## config.mk

```make
export PLATFORM = sky130hd
export DESIGN_NAME = ccip_copy_afu
export DESIGN_NICKNAME = d
export VERILOG_FILES = /design/src/logic/ccip_copy_pkg.sv /design/src/logic/mmio_csr.sv /design/src/logic/copy_ctrl.sv /design/src/logic/rd_req_gen.sv /design/src/logic/wr_req_gen.sv /design/src/logic/ccip_copy_afu.sv
export SDC_FILE = /design/constraint.sdc
export NUM_CORES = 1
export LEC_CHECK = 0
export ABC_AREA = 1
export BUFFER_PORTS_ARGS = -buffer_cell sky130_fd_sc_hd__buf_2
export CORE_ASPECT_RATIO = 0.8
export CORE_MARGIN = 2
export CORE_UTILIZATION = 55
export CTS_BUF_LIST = sky130_fd_sc_hd__clkbuf_2 sky130_fd_sc_hd__clkbuf_4 sky130_fd_sc_hd__clkbuf_8
export DETAILED_ROUTE_END_ITERATION = 7
export PLACE_DENSITY = 0.78
export SLEW_MARGIN = 20
export SYNTH_ARGS = -nofsm -noshare
export SYNTH_HDL_FRONTEND = slang
export SYNTH_SLANG_ARGS = --single-unit
```

## constraint.sdc

```tcl
create_clock -name pClk -period 5.3 [get_ports pClk]
set_input_delay 0.795 -clock pClk [delete_from_list [all_inputs] [get_ports pClk]]
set_output_delay 0.795 -clock pClk [all_outputs]
set_load 0.01 [all_outputs]
```

## src/logic/ccip_copy_pkg.sv

```systemverilog
// shared types for the line-copy AFU; lines are 64 bits, single-line requests only, no VCs
`default_nettype none

package ccip_copy_pkg;

   // sizes
   localparam int LINE_W          = 64;  // data bits per line
   localparam int LADDR_W         = 32;  // line address
   localparam int MDATA_W         = 16;  // request tag
   localparam int MMIO_ADDR_W     = 16;  // mmio address, 32-bit word units
   localparam int TID_W           = 9;   // mmio transaction id
   localparam int LEN_W           = 16;  // job length in lines
   localparam int JCNT_W          = 16;  // completed job counter
   localparam int MAX_OUTSTANDING = 8;   // lines read but not yet written

   // derived widths for the credit counter and fifo
   localparam int CNT_W = $clog2(MAX_OUTSTANDING + 1);  // holds 0..MAX_OUTSTANDING
   localparam int PTR_W = $clog2(MAX_OUTSTANDING);

   // csr map, word offsets
   localparam logic [MMIO_ADDR_W-1:0] CSR_SRC    = 16'h0;  // source line address
   localparam logic [MMIO_ADDR_W-1:0] CSR_DST    = 16'h2;  // destination line address
   localparam logic [MMIO_ADDR_W-1:0] CSR_LEN    = 16'h4;  // length in lines
   localparam logic [MMIO_ADDR_W-1:0] CSR_CTL    = 16'h6;  // bit 0 write = start
   localparam logic [MMIO_ADDR_W-1:0] CSR_STATUS = 16'h8;  // busy, done, job count

   // opcode of an incoming c0 beat
   typedef enum logic [1:0] {
      RX_NONE,
      RX_RD_RSP,   // read data for an earlier c0 request
      RX_MMIO_WR,
      RX_MMIO_RD
   } t_rx_kind;

   // job fsm
   typedef enum logic [1:0] {
      IDLE,
      RUN,    // reads still going out
      DRAIN,  // all reads out, waiting on write responses
      DONE
   } t_copy_state;

   // c0 tx, line read request
   typedef struct packed {
      logic               valid;
      logic [LADDR_W-1:0] addr;
      logic [MDATA_W-1:0] mdata;  // line offset inside the job
   } t_c0_tx;

   // c1 tx, line write request
   typedef struct packed {
      logic               valid;
      logic [LADDR_W-1:0] addr;
      logic [MDATA_W-1:0] mdata;
      logic [LINE_W-1:0]  data;
   } t_c1_tx;

   // c2 tx, mmio read response
   typedef struct packed {
      logic              valid;
      logic [TID_W-1:0]  tid;   // echoed from the request
      logic [LINE_W-1:0] data;
   } t_c2_tx;

   typedef struct packed {
      t_c0_tx c0;
      t_c1_tx c1;
      t_c2_tx c2;
   } t_if_tx;

   // c0 rx beat, shared by read data and mmio
   typedef struct packed {
      t_rx_kind               kind;
      logic [MDATA_W-1:0]     mdata;      // read rsp only
      logic [TID_W-1:0]       tid;        // mmio only
      logic [MMIO_ADDR_W-1:0] mmio_addr;  // mmio only
      logic [LINE_W-1:0]      data;
   } t_c0_rx;

   typedef struct packed {
      t_c0_rx c0;
      logic   c1_wr_rsp;   // one strobe per c1 write
      logic   c0_almfull;  // no c0 request while high
      logic   c1_almfull;  // no c1 request while high
   } t_if_rx;

   // job parameters, csr block to control
   typedef struct packed {
      logic [LADDR_W-1:0] src;
      logic [LADDR_W-1:0] dst;
      logic [LEN_W-1:0]   len;
   } t_job;

endpackage

`default_nettype wire

```

## src/logic/mmio_csr.sv

```systemverilog
// mmio csr block; only low 32 data bits are used on writes, ctl reads back as zero
`timescale 1ns/1ps
`default_nettype none

module mmio_csr import ccip_copy_pkg::*; (
   input  wire logic        pClk,
   input  wire logic        rst_n,
   input  wire t_c0_rx      rx,      // c0 beat from host
   input  wire logic [31:0] status,  // from copy_ctrl
   output t_job             job,
   output logic             start,   // one-cycle pulse
   output t_c2_tx           c2_tx
);

   logic                  mmio_wr;
   logic                  mmio_rd;
   logic [LADDR_W-1:0]    src_q;
   logic [LADDR_W-1:0]    dst_q;
   logic [LEN_W-1:0]      len_q;
   logic [LINE_W-1:0]     rd_data;  // mux output
   logic                  c2_valid_q;
   logic [TID_W-1:0]      c2_tid_q;
   logic [LINE_W-1:0]     c2_data_q;

   assign mmio_wr = (rx.kind == RX_MMIO_WR);
   assign mmio_rd = (rx.kind == RX_MMIO_RD);

   // start is decoded straight off the beat, copy_ctrl registers it
   assign start = mmio_wr && (rx.mmio_addr == CSR_CTL) && rx.data[0];

   // job registers
   always_ff @(posedge pClk) begin
      if (!rst_n) begin
         src_q <= '0;
         dst_q <= '0;
         len_q <= '0;
      end else if (mmio_wr) begin
         case (rx.mmio_addr)
            CSR_SRC: src_q <= rx.data[LADDR_W-1:0];
            CSR_DST: dst_q <= rx.data[LADDR_W-1:0];
            CSR_LEN: len_q <= rx.data[LEN_W-1:0];
            default: ;  // ctl handled by start decode
         endcase
      end
   end

   assign job = '{src: src_q, dst: dst_q, len: len_q};

   // read mux
   always_comb begin
      case (rx.mmio_addr)
         CSR_SRC:    rd_data = LINE_W'(src_q);
         CSR_DST:    rd_data = LINE_W'(dst_q);
         CSR_LEN:    rd_data = LINE_W'(len_q);
         CSR_STATUS: rd_data = LINE_W'(status);
         default:    rd_data = '0;  // ctl and unmapped offsets
      endcase
   end

   // c2 response one cycle after the request
   always_ff @(posedge pClk) begin
      if (!rst_n) begin
         c2_valid_q <= 1'b0;
      end else begin
         c2_valid_q <= mmio_rd;
      end
   end

   always_ff @(posedge pClk) begin
      if (mmio_rd) begin
         c2_tid_q  <= rx.tid;   // echo tid
         c2_data_q <= rd_data;
      end
   end

   assign c2_tx = '{valid: c2_valid_q, tid: c2_tid_q, data: c2_data_q};

endmodule

`default_nettype wire

```

## src/logic/copy_ctrl.sv

```systemverilog
// job fsm; start is only taken in IDLE or DONE, and the job count wraps at 16 bits
`timescale 1ns/1ps
`default_nettype none

module copy_ctrl import ccip_copy_pkg::*; (
   input  wire logic               pClk,
   input  wire logic               rst_n,
   input  wire logic               start,
   input  wire t_job               job,
   input  wire logic [LEN_W-1:0]   issued,  // reads sent so far
   input  wire logic               wr_rsp,  // one per write completed
   output logic                    run,
   output logic [LADDR_W-1:0]      src,
   output logic [LADDR_W-1:0]      dst,
   output logic [LEN_W-1:0]        len,
   output logic [31:0]             status
);

   t_copy_state        state_q, state_d;
   logic               accept;       // start taken this cycle
   logic [LEN_W-1:0]   rsp_cnt_q;
   logic [LEN_W-1:0]   rsp_cnt_nxt;  // includes this cycle's response
   logic [JCNT_W-1:0]  job_cnt_q;

   assign accept      = start && ((state_q == IDLE) || (state_q == DONE));
   assign rsp_cnt_nxt = rsp_cnt_q + LEN_W'(wr_rsp);

   always_comb begin
      state_d = state_q;
      case (state_q)
         IDLE, DONE: if (start) state_d = RUN;
         RUN:   if (issued == len) state_d = (rsp_cnt_nxt == len) ? DONE : DRAIN;  // len 0 skips drain
         DRAIN: if (rsp_cnt_nxt == len) state_d = DONE;  // done right after last rsp
         default: state_d = IDLE;
      endcase
   end

   always_ff @(posedge pClk) begin
      if (!rst_n) begin
         state_q   <= IDLE;
         rsp_cnt_q <= '0;
         job_cnt_q <= '0;
      end else begin
         state_q <= state_d;
         if (accept) rsp_cnt_q <= '0;
         else        rsp_cnt_q <= rsp_cnt_nxt;
         if ((state_d == DONE) && (state_q != DONE)) job_cnt_q <= job_cnt_q + 1'b1;
      end
   end

   // job latch, only read while busy
   always_ff @(posedge pClk) begin
      if (accept) begin
         src <= job.src;
         dst <= job.dst;
         len <= job.len;
      end
   end

   assign run    = (state_q == RUN);
   assign status = {job_cnt_q, 14'b0,
                    state_q == DONE,                        // done
                    (state_q == RUN) || (state_q == DRAIN)  // busy
                   };

endmodule

`default_nettype wire

```

## src/logic/rd_req_gen.sv

```systemverilog
// c0 read issue; valid is gated by almfull in the same cycle, one line per request
`timescale 1ns/1ps
`default_nettype none

module rd_req_gen import ccip_copy_pkg::*; (
   input  wire logic                pClk,
   input  wire logic                rst_n,
   input  wire logic                run,
   input  wire logic [LADDR_W-1:0]  src,
   input  wire logic [LEN_W-1:0]    len,
   input  wire logic                almfull,   // c0
   input  wire logic                wr_issue,  // frees one credit
   output t_c0_tx                   c0_tx,
   output logic [LEN_W-1:0]         issued
);

   logic              run_q;     // delays issue by one cycle after RUN
   logic [LEN_W-1:0]  issued_q;  // also the next line offset
   logic [CNT_W-1:0]  credit_q;  // lines read, not yet written
   logic              fire;

   assign fire = run_q && !almfull
              && (issued_q < len)
              && (credit_q < CNT_W'(MAX_OUTSTANDING));

   always_ff @(posedge pClk) begin
      if (!rst_n) begin
         run_q    <= 1'b0;
         issued_q <= '0;
         credit_q <= '0;
      end else begin
         run_q <= run;
         if (!run_q)    issued_q <= '0;  // cleared between jobs
         else if (fire) issued_q <= issued_q + 1'b1;
         case ({fire, wr_issue})
            2'b10:   credit_q <= credit_q + 1'b1;
            2'b01:   credit_q <= credit_q - 1'b1;
            default: ;  // both or neither, no change
         endcase
      end
   end

   // tag with offset, the write side rebuilds its address from it
   assign c0_tx = '{valid: fire,
                    addr:  src + LADDR_W'(issued_q),
                    mdata: MDATA_W'(issued_q)};

   assign issued = issued_q;

endmodule

`default_nettype wire

```

## src/logic/wr_req_gen.sv

```systemverilog
// read data buffer and c1 writes; no full check, the read credit keeps the fifo from overflowing
`timescale 1ns/1ps
`default_nettype none

module wr_req_gen import ccip_copy_pkg::*; (
   input  wire logic                pClk,
   input  wire logic                rst_n,
   input  wire t_c0_rx              rx,         // read responses, any order
   input  wire logic [LADDR_W-1:0]  dst,
   input  wire logic                almfull,    // c1
   input  wire logic                wr_rsp_in,  // host write ack
   output t_c1_tx                   c1_tx,
   output logic                     wr_issue,
   output logic                     wr_rsp
);

   typedef struct packed {
      logic [MDATA_W-1:0] mdata;  // line offset
      logic [LINE_W-1:0]  data;
   } t_ent;

   t_ent              mem [MAX_OUTSTANDING];
   logic [PTR_W-1:0]  wr_ptr_q;
   logic [PTR_W-1:0]  rd_ptr_q;
   logic [CNT_W-1:0]  cnt_q;     // entries held
   logic              push;
   logic              pop;
   t_ent              head;

   assign push = (rx.kind == RX_RD_RSP);
   assign pop  = (cnt_q != '0) && !almfull;  // head waits out almfull
   assign head = mem[rd_ptr_q];

   // storage, no reset
   always_ff @(posedge pClk) begin
      if (push) mem[wr_ptr_q] <= '{mdata: rx.mdata, data: rx.data};
   end

   always_ff @(posedge pClk) begin
      if (!rst_n) begin
         wr_ptr_q <= '0;
         rd_ptr_q <= '0;
         cnt_q    <= '0;
      end else begin
         if (push) wr_ptr_q <= wr_ptr_q + 1'b1;  // depth is a power of two
         if (pop)  rd_ptr_q <= rd_ptr_q + 1'b1;
         case ({push, pop})
            2'b10:   cnt_q <= cnt_q + 1'b1;
            2'b01:   cnt_q <= cnt_q - 1'b1;
            default: ;
         endcase
      end
   end

   // write goes out at the earliest one cycle after its read data
   assign c1_tx = '{valid: pop,
                    addr:  dst + LADDR_W'(head.mdata),
                    mdata: head.mdata,
                    data:  head.data};

   assign wr_issue = pop;        // returns a read credit
   assign wr_rsp   = wr_rsp_in;  // straight to the completion count

endmodule

`default_nettype wire

```

## src/logic/ccip_copy_afu.sv

```systemverilog
// line-copy AFU top; single clock pClk, synchronous rst_n, host port as flat structs
`timescale 1ns/1ps
`default_nettype none

module ccip_copy_afu import ccip_copy_pkg::*; (
   input  wire logic   pClk,
   input  wire logic   rst_n,
   input  wire t_if_rx sRx,   // host to AFU
   output t_if_tx      sTx    // AFU to host
);

   t_job               job;
   logic               start;
   logic [31:0]        status;
   logic               run;
   logic [LADDR_W-1:0] src;
   logic [LADDR_W-1:0] dst;
   logic [LEN_W-1:0]   len;
   logic [LEN_W-1:0]   issued;
   logic               wr_issue;
   logic               wr_rsp;
   t_c0_tx             c0_tx;
   t_c1_tx             c1_tx;
   t_c2_tx             c2_tx;

   mmio_csr mmio_csr_i (
      .pClk   (pClk     ),
      .rst_n  (rst_n    ),
      .rx     (sRx.c0   ),
      .status (status   ),
      .job    (job      ),
      .start  (start    ),
      .c2_tx  (c2_tx    )
   );

   copy_ctrl copy_ctrl_i (
      .pClk   (pClk     ),
      .rst_n  (rst_n    ),
      .start  (start    ),
      .job    (job      ),
      .issued (issued   ),
      .wr_rsp (wr_rsp   ),
      .run    (run      ),
      .src    (src      ),
      .dst    (dst      ),
      .len    (len      ),
      .status (status   )
   );

   rd_req_gen rd_req_gen_i (
      .pClk     (pClk           ),
      .rst_n    (rst_n          ),
      .run      (run            ),
      .src      (src            ),
      .len      (len            ),
      .almfull  (sRx.c0_almfull ),
      .wr_issue (wr_issue       ),
      .c0_tx    (c0_tx          ),
      .issued   (issued         )
   );

   wr_req_gen wr_req_gen_i (
      .pClk      (pClk           ),
      .rst_n     (rst_n          ),
      .rx        (sRx.c0         ),  // shared c0, kind picks read data
      .dst       (dst            ),
      .almfull   (sRx.c1_almfull ),
      .wr_rsp_in (sRx.c1_wr_rsp  ),
      .c1_tx     (c1_tx          ),
      .wr_issue  (wr_issue       ),
      .wr_rsp    (wr_rsp         )
   );

   assign sTx = '{c0: c0_tx, c1: c1_tx, c2: c2_tx};

endmodule

`default_nettype wire

```

# Word level (Yosys, flattened, before mapping)

Memory sizes are Yosys's and may differ from the RTL's. A register that Yosys moved wholly into a read port is not among the register bits.
Cells that the tools add are included.

Flip-flop bits (word level): 299
RAM bits: 640
Input port bits: 112
Logic and storage cells: 86
Memories kept: 1

Magnitude comparators: 2
Multiplexer cells: 12
Add/subtract/negate cells: 11
Equality and inequality tests: 18
Bitwise logic cells: 1
Reduce and logical (&&, ||, !) cells: 23

Memory list:

| memory           | words | bits a word | read ports | clocked after memory_dff | wr ports | RTL line         | source |
|---|---|---|---|---|---|---|---|
| wr_req_gen_i.mem | 8     | 80          | 1          | 1                        | 1        | wr_req_gen.sv:22 | `t_ent mem [MAX_OUTSTANDING];` |

Operators by type and width:

| operator                                              | number |
|---|---|
| case mux 32 bit (4 select lines)                      | 1 |
| adder 32 x 16 -> 32 bit                               | 2 |
| adder 16 x 1 -> 16 bit (second input constant)        | 2 |
| equality test 16 bit                                  | 2 |
| equality test 16 x 3 -> 1 bit (second input constant) | 2 |
| adder 16 x 1 -> 16 bit                                | 1 |
| equality test 16 x 2 -> 1 bit (second input constant) | 1 |
| equality test 16 x 4 -> 1 bit (second input constant) | 1 |
| logical NOT 16 bit                                    | 1 |
| less-than comparator 16 bit                           | 1 |
| case mux 4 bit (2 select lines)                       | 2 |
| equality test 2 bit (second input constant)           | 7 |
| adder 4 x 1 -> 4 bit (second input constant)          | 2 |
| equality test 2 x 1 -> 1 bit (second input constant)  | 4 |
| logical AND 1 bit                                     | 8 |
| AND reduction 2 bit                                   | 4 |
| subtractor 4 x 1 -> 4 bit (second input constant)     | 2 |
| adder 3 x 1 -> 3 bit (second input constant)          | 2 |
| 2-to-1 mux 2 bit                                      | 3 |
| 2-to-1 mux 3 bit                                      | 2 |
| case mux 2 bit (3 select lines)                       | 1 |
| less-than comparator 4 bit (second input constant)    | 1 |
| nonzero test 2 bit                                    | 2 |
| nonzero test 4 bit                                    | 1 |
| 7 further kinds                                       | 12 |

# Depth between registers and ports, before layout

Word-level depth: 7
Depth in mapped cells: 22

# Cells and area by module

A second synthesis with hierarchy kept.

Cell total of the unflattened synthesis: 4104
Area, all modules: 41365.9 um^2

By module, submodules not included:

| module     | sequential area each (um^2) | area each (um^2) | cells each | instances |
|---|---|---|---|---|
| wr_req_gen | 19478.7                     | 27029.7          | 2249       | 1 |
| mmio_csr   | 2852.7                      | 5924.4           | 779        | 1 |
| copy_ctrl  | 3083.0                      | 5067.4           | 502        | 1 |
| rd_req_gen | 420.4                       | 3344.5           | 574        | 1 |

# Worst setup path before layout

No wires, ideal clock.

Path type: input port to flip-flop
Start: in sRx[78] (netlist name)
End: reg copy_ctrl_i.dst[0], enable pin
Arrival time: 5.030 ns
Setup slack: -0.249 ns
Data required time: 4.781 ns
Cell stages on the path: 7
Path buffers: 0
Path through: nor2_1 -> nand2_1 -> nor2_1 -> nand3_1 -> nor2_1 -> nand3_1 -> nor2_1

Word-level cells in the longest chain between the ends: 4

RTL lines:

| element                         | RTL line           | source |
|---|---|---|
| start, declared                 | ccip_copy_afu.sv:8 | `input wire t_if_rx sRx,` |
| equality test 16 x 3 -> 1 bit   | mmio_csr.sv:29     | `assign start = mmio_wr && (rx.mmio_addr == CSR_CTL) && rx.data[0];` |
| logical AND 1 bit (2 in series) | mmio_csr.sv:29     |  |
| logical AND 1 bit               | copy_ctrl.sv:25    | `assign accept = start && ((state_q == IDLE) \|\| (state_q == DONE));` |
| named net copy_ctrl_i.accept    | copy_ctrl.sv:20    | `logic accept;` |
| end signal, assigned            | copy_ctrl.sv:55    | `dst <= job.dst;` |
| end, declared                   | copy_ctrl.sv:14    | `output logic [LADDR_W-1:0] dst,` |

The timed path passes the listed nets, and every way through them passes these cells.
A chain may end at the register's enable or synchronous reset.

==> qor.yml <==
outcome: "complete, no violations"
pwr-share-seq_pct: 41.8
routed_wl_um: 97130
grt_first_pass_wirelength_um: 145100
max_freq_mhz: 198.5
worst_pin_slew_ns: 1.105
gp_congestion: 0.9493
ys_warn_count: 0
die_h_um: 239.1
hold_viol_final: 0
p_switching_mw: 6.222
postRouteAntennaNets: 0
r2r_cells: 18
via_per_inst: 5.660
clock_sinks: 910
setup_ws_ns: 0.2621
worst-path-max-fanout: 70
nNetsFinal: 3916
yosysSeqAreaShare_pct: 67.97
min_path_type: "primary input to flip-flop"
finalMaxSlewViolations: 0
slew-limit-headroom_pct: 26.36
cp-start-kind: "flip-flop"
drc: 0
worstPathRequired_ns: 4.51
pre_cts_ws_ns: 0.1567
cpMostUsedCell: "a31oi_1"
synth_top_area_cell: "edfxtp_1"
drive_above_1_share_pct: 16.55
synth-edff-count: 761
yosys_register_bits: 910
cp_cell_sequence: "inv_16 -> o21ai_0 -> o22ai_1 -> nor2_1 -> a31oi_1 -> ha_1 -> fa_1 -> nand3_1 -> nand2_1 -> a31oi_1 -> o21ai_2 -> a31oi_1 -> o21ai_1 -> nand3_1 -> nand2_1 -> xor2_1 -> buf_2"
maxCapViolations: 0
ir_worst_vdd_v: 0.0004042
dieArea_mm2: 0.07124
final_cell_area_mm2: 0.04344
core_area_mm2: 0.06865
arrival_ns: 4.24
hold_depth: 1
clk_pin_slew_ns: 0.07
hold_buffers: 0
track_usage_pct: 26.78
cts_made_buffers: 141
cts_root_buffer: "clkbuf_8"
start_util_pct: 55.36
post_dp_cell_area_mm2: 0.04047
clockPowerShare_pct: 31.1
syn2layout_area_growth_pct: 14.29
grt_pass1_vias: 24885
async_reset_ff_share_pct: 0
hpwlAfterDp_um: 58540
die_w_um: 297.9
dr.pass1.iters: 6
cts_tree: "done"
synth_common_cells: "761 x edfxtp_1, 686 x nor2_1, 406 x o21ai_0"
h-tree-depth: 4
fin_crit_sh_pct: 95.06
critical_path_depth: 17
critPathSlowestCell: "dfxtp_4"
power_density_mw_per_mm2: 436.4
synth_area_leaders: "edfxtp_1 60%, dfxtp_1 7.8%, nor2_1 6.8%, o21ai_0 5.3%, nand2_1 2.9%"
synth_top_area_share_pct: 60.12
antenna_found_initial: 16
insertion_delay_ns: 0.80
combPwrFrac_pct: 27.1
io_buffers: 315
yosysMostFrequentCell: "edfxtp_1"
drtIter0Drc: 3113
finalSetupTns_ns: 0
globalRouteOverflowTotal: 0
skew_ns: 0.04573
p_int_mw: 12.74
leakage_nw: 15.80
crit_buf_inv: 2
p_sw_share_pct: 32.82
min_period_ns: 5.038
wl_per_cell_um: 20.35
synthCells: 3404
setup_viol: 0
num_vias: 27016
rows: 86
synth_ff_type: "edfxtp_1"
hold_start: "sRx[87]"
cp_top_family: "compound AO/OA/AOI/OAI gates"
synth.avg_cell_area_um2: 11.17
rsz0062_at_grt: "true"
slowest_delay_ns: 0.47
ios: 348
synth.distinct_cells: 47
grt_max_degree: 223
clock_path_buffers: 3
synth_area_mm2: 0.03801
critPathCaptureType: "output pin"
r2r_start: "copy_ctrl_i.len[15]"
worstSetupPathType: "flip-flop to output pin"
sequential cells by signal, summed over array words and instances (netlist names), named ones only:
name	cells
mmio_csr_i.c2_tid_q	9
mmio_csr_i.dst_q	32
rd_req_gen_i.issued	16
rd_req_gen_i.credit_q	4
copy_ctrl_i.src	32
copy_ctrl_i.dst	32
mmio_csr_i.c2_data_q	32
mmio_csr_i.c2_valid_q	1
copy_ctrl_i.state_q	2
mmio_csr_i.len_q	16
mmio_csr_i.src_q	32
wr_req_gen_i.wr_ptr_q	3
wr_req_gen_i.cnt_q	4
wr_req_gen_i.rd_ptr_q	3
copy_ctrl_i.len	16
copy_ctrl_i.rsp_cnt_q	16
rd_req_gen_i.run_q	1
wr_req_gen_i.mem	640
copy_ctrl_i.job_cnt_q	16
final timing paths:
path | end | slack, ns
max | sTx[168] | 0.26
min | mmio_csr_i.c2_tid_q[4] | 0.17
max reg2reg | rd_req_gen_i.credit_q[3] | 1.88
min reg2reg | copy_ctrl_i.len[15] | 0.42
metal layers:
layer | global-route usage [%] | up-vias | share of wire, %
li1 | - | 12668 | -
met1 | 37.26 | 12896 | 42
met2 | 40.95 | 1225 | 46
met3 | 6.688 | 207 | 9.4
met4 | 10.25 | 20 | 2.9
met5 | 0 | - | 0.12
layout make-up:
class / instances / area (µm²)
Antenna cell: 6 / 15.01
Clock buffer: 203 / 2487
Clock inverter: 47 / 331.6
Fill cell: 5386 / 25210
Inverter: 203 / 788.3
Multi-Input combinational cell: 2120 / 10760
Sequential cell: 910 / 25840
Tap cell: 924 / 1156
Timing Repair Buffer: 360 / 2062
per-stage QoR:
stage / util, % / hold slack [ns] / power, mW / cells
after floorplan: - / 0.4082 / 11.15 / 3435
after global placement: 58.95 / 0.4132 / 12.92 / 4511
after detailed placement: 58.95 / 0.4151 / 13.03 / 4511
after CTS: 63.12 / 0.09678 / 18.92 / 4762
after global routing: 63.27 / 0.1411 / 19.83 / 4770
final: 63.28 / 0.1693 / 18.96 / 4773
cell usage in the layout (no fill, tap or decap), types with 31 or more instances in the layout:
cell        n
a31oi_1    82
nor2_1    676
conb_1     32
edfxtp_1  761
clkbuf_8  154
ha_1       64
inv_1     198
o21ai_0   403
buf_4      31
xor2_1     47
buf_2     315
nand2_1   297
a21oi_1   164
dfxtp_1   147
clkbuf_4   49
nand3_1    99
o22ai_1    82
worst register-to-register path: stages, from the launching register on:
cell	delay [ns]
edfxtp_1	0.50
inv_1	0.21
ha_1	0.28
nand2_1	0.09
o2111ai_1	0.12
a21oi_1	0.16
nand2_1	0.07
inv_1	0.05
nand2_1	0.31
ha_1	0.40
ha_1	0.34
nand2_1	0.08
nor2_1	0.04
a211oi_1	0.22
nor2_1	0.06
nor2_1	0.09
nand2_1	0.07
o21ai_0	0.16
a21oi_1	0.06
kinds of logic after synthesis:
group / Yosys count / synth area share (%)
XOR/XNOR: 70 / 1.613
buffers and inverters: 405 / 4.411
flip-flops: 910 / 67.97
other: 1 / 0.009866
adder cells (fa/ha/maj): 68 / 2.318
AND/OR/NAND/NOR: 1160 / 12.29
AO/OA/AOI/OAI: 790 / 11.38
timing repair:
action	4_1_cts	5_1_grt
setup endpoints to repair	19	13
pin swaps	0	2
gates resized for setup	9	13
buffers inserted	1	5
power by group through the flow:
stage / clock network [mW] / logic, mW / registers [mW]
2_1_floorplan: 0 / 3.10 / 8.05
3_3_place_gp: 0 / 4.84 / 8.08
3_5_place_dp: 0 / 4.95 / 8.08
4_1_cts: 5.97 / 5.03 / 7.92
5_1_grt: 6.29 / 5.61 / 7.93
6_report: 5.89 / 5.15 / 7.92
Note: power is estimated with default switching activity, not from simulation.
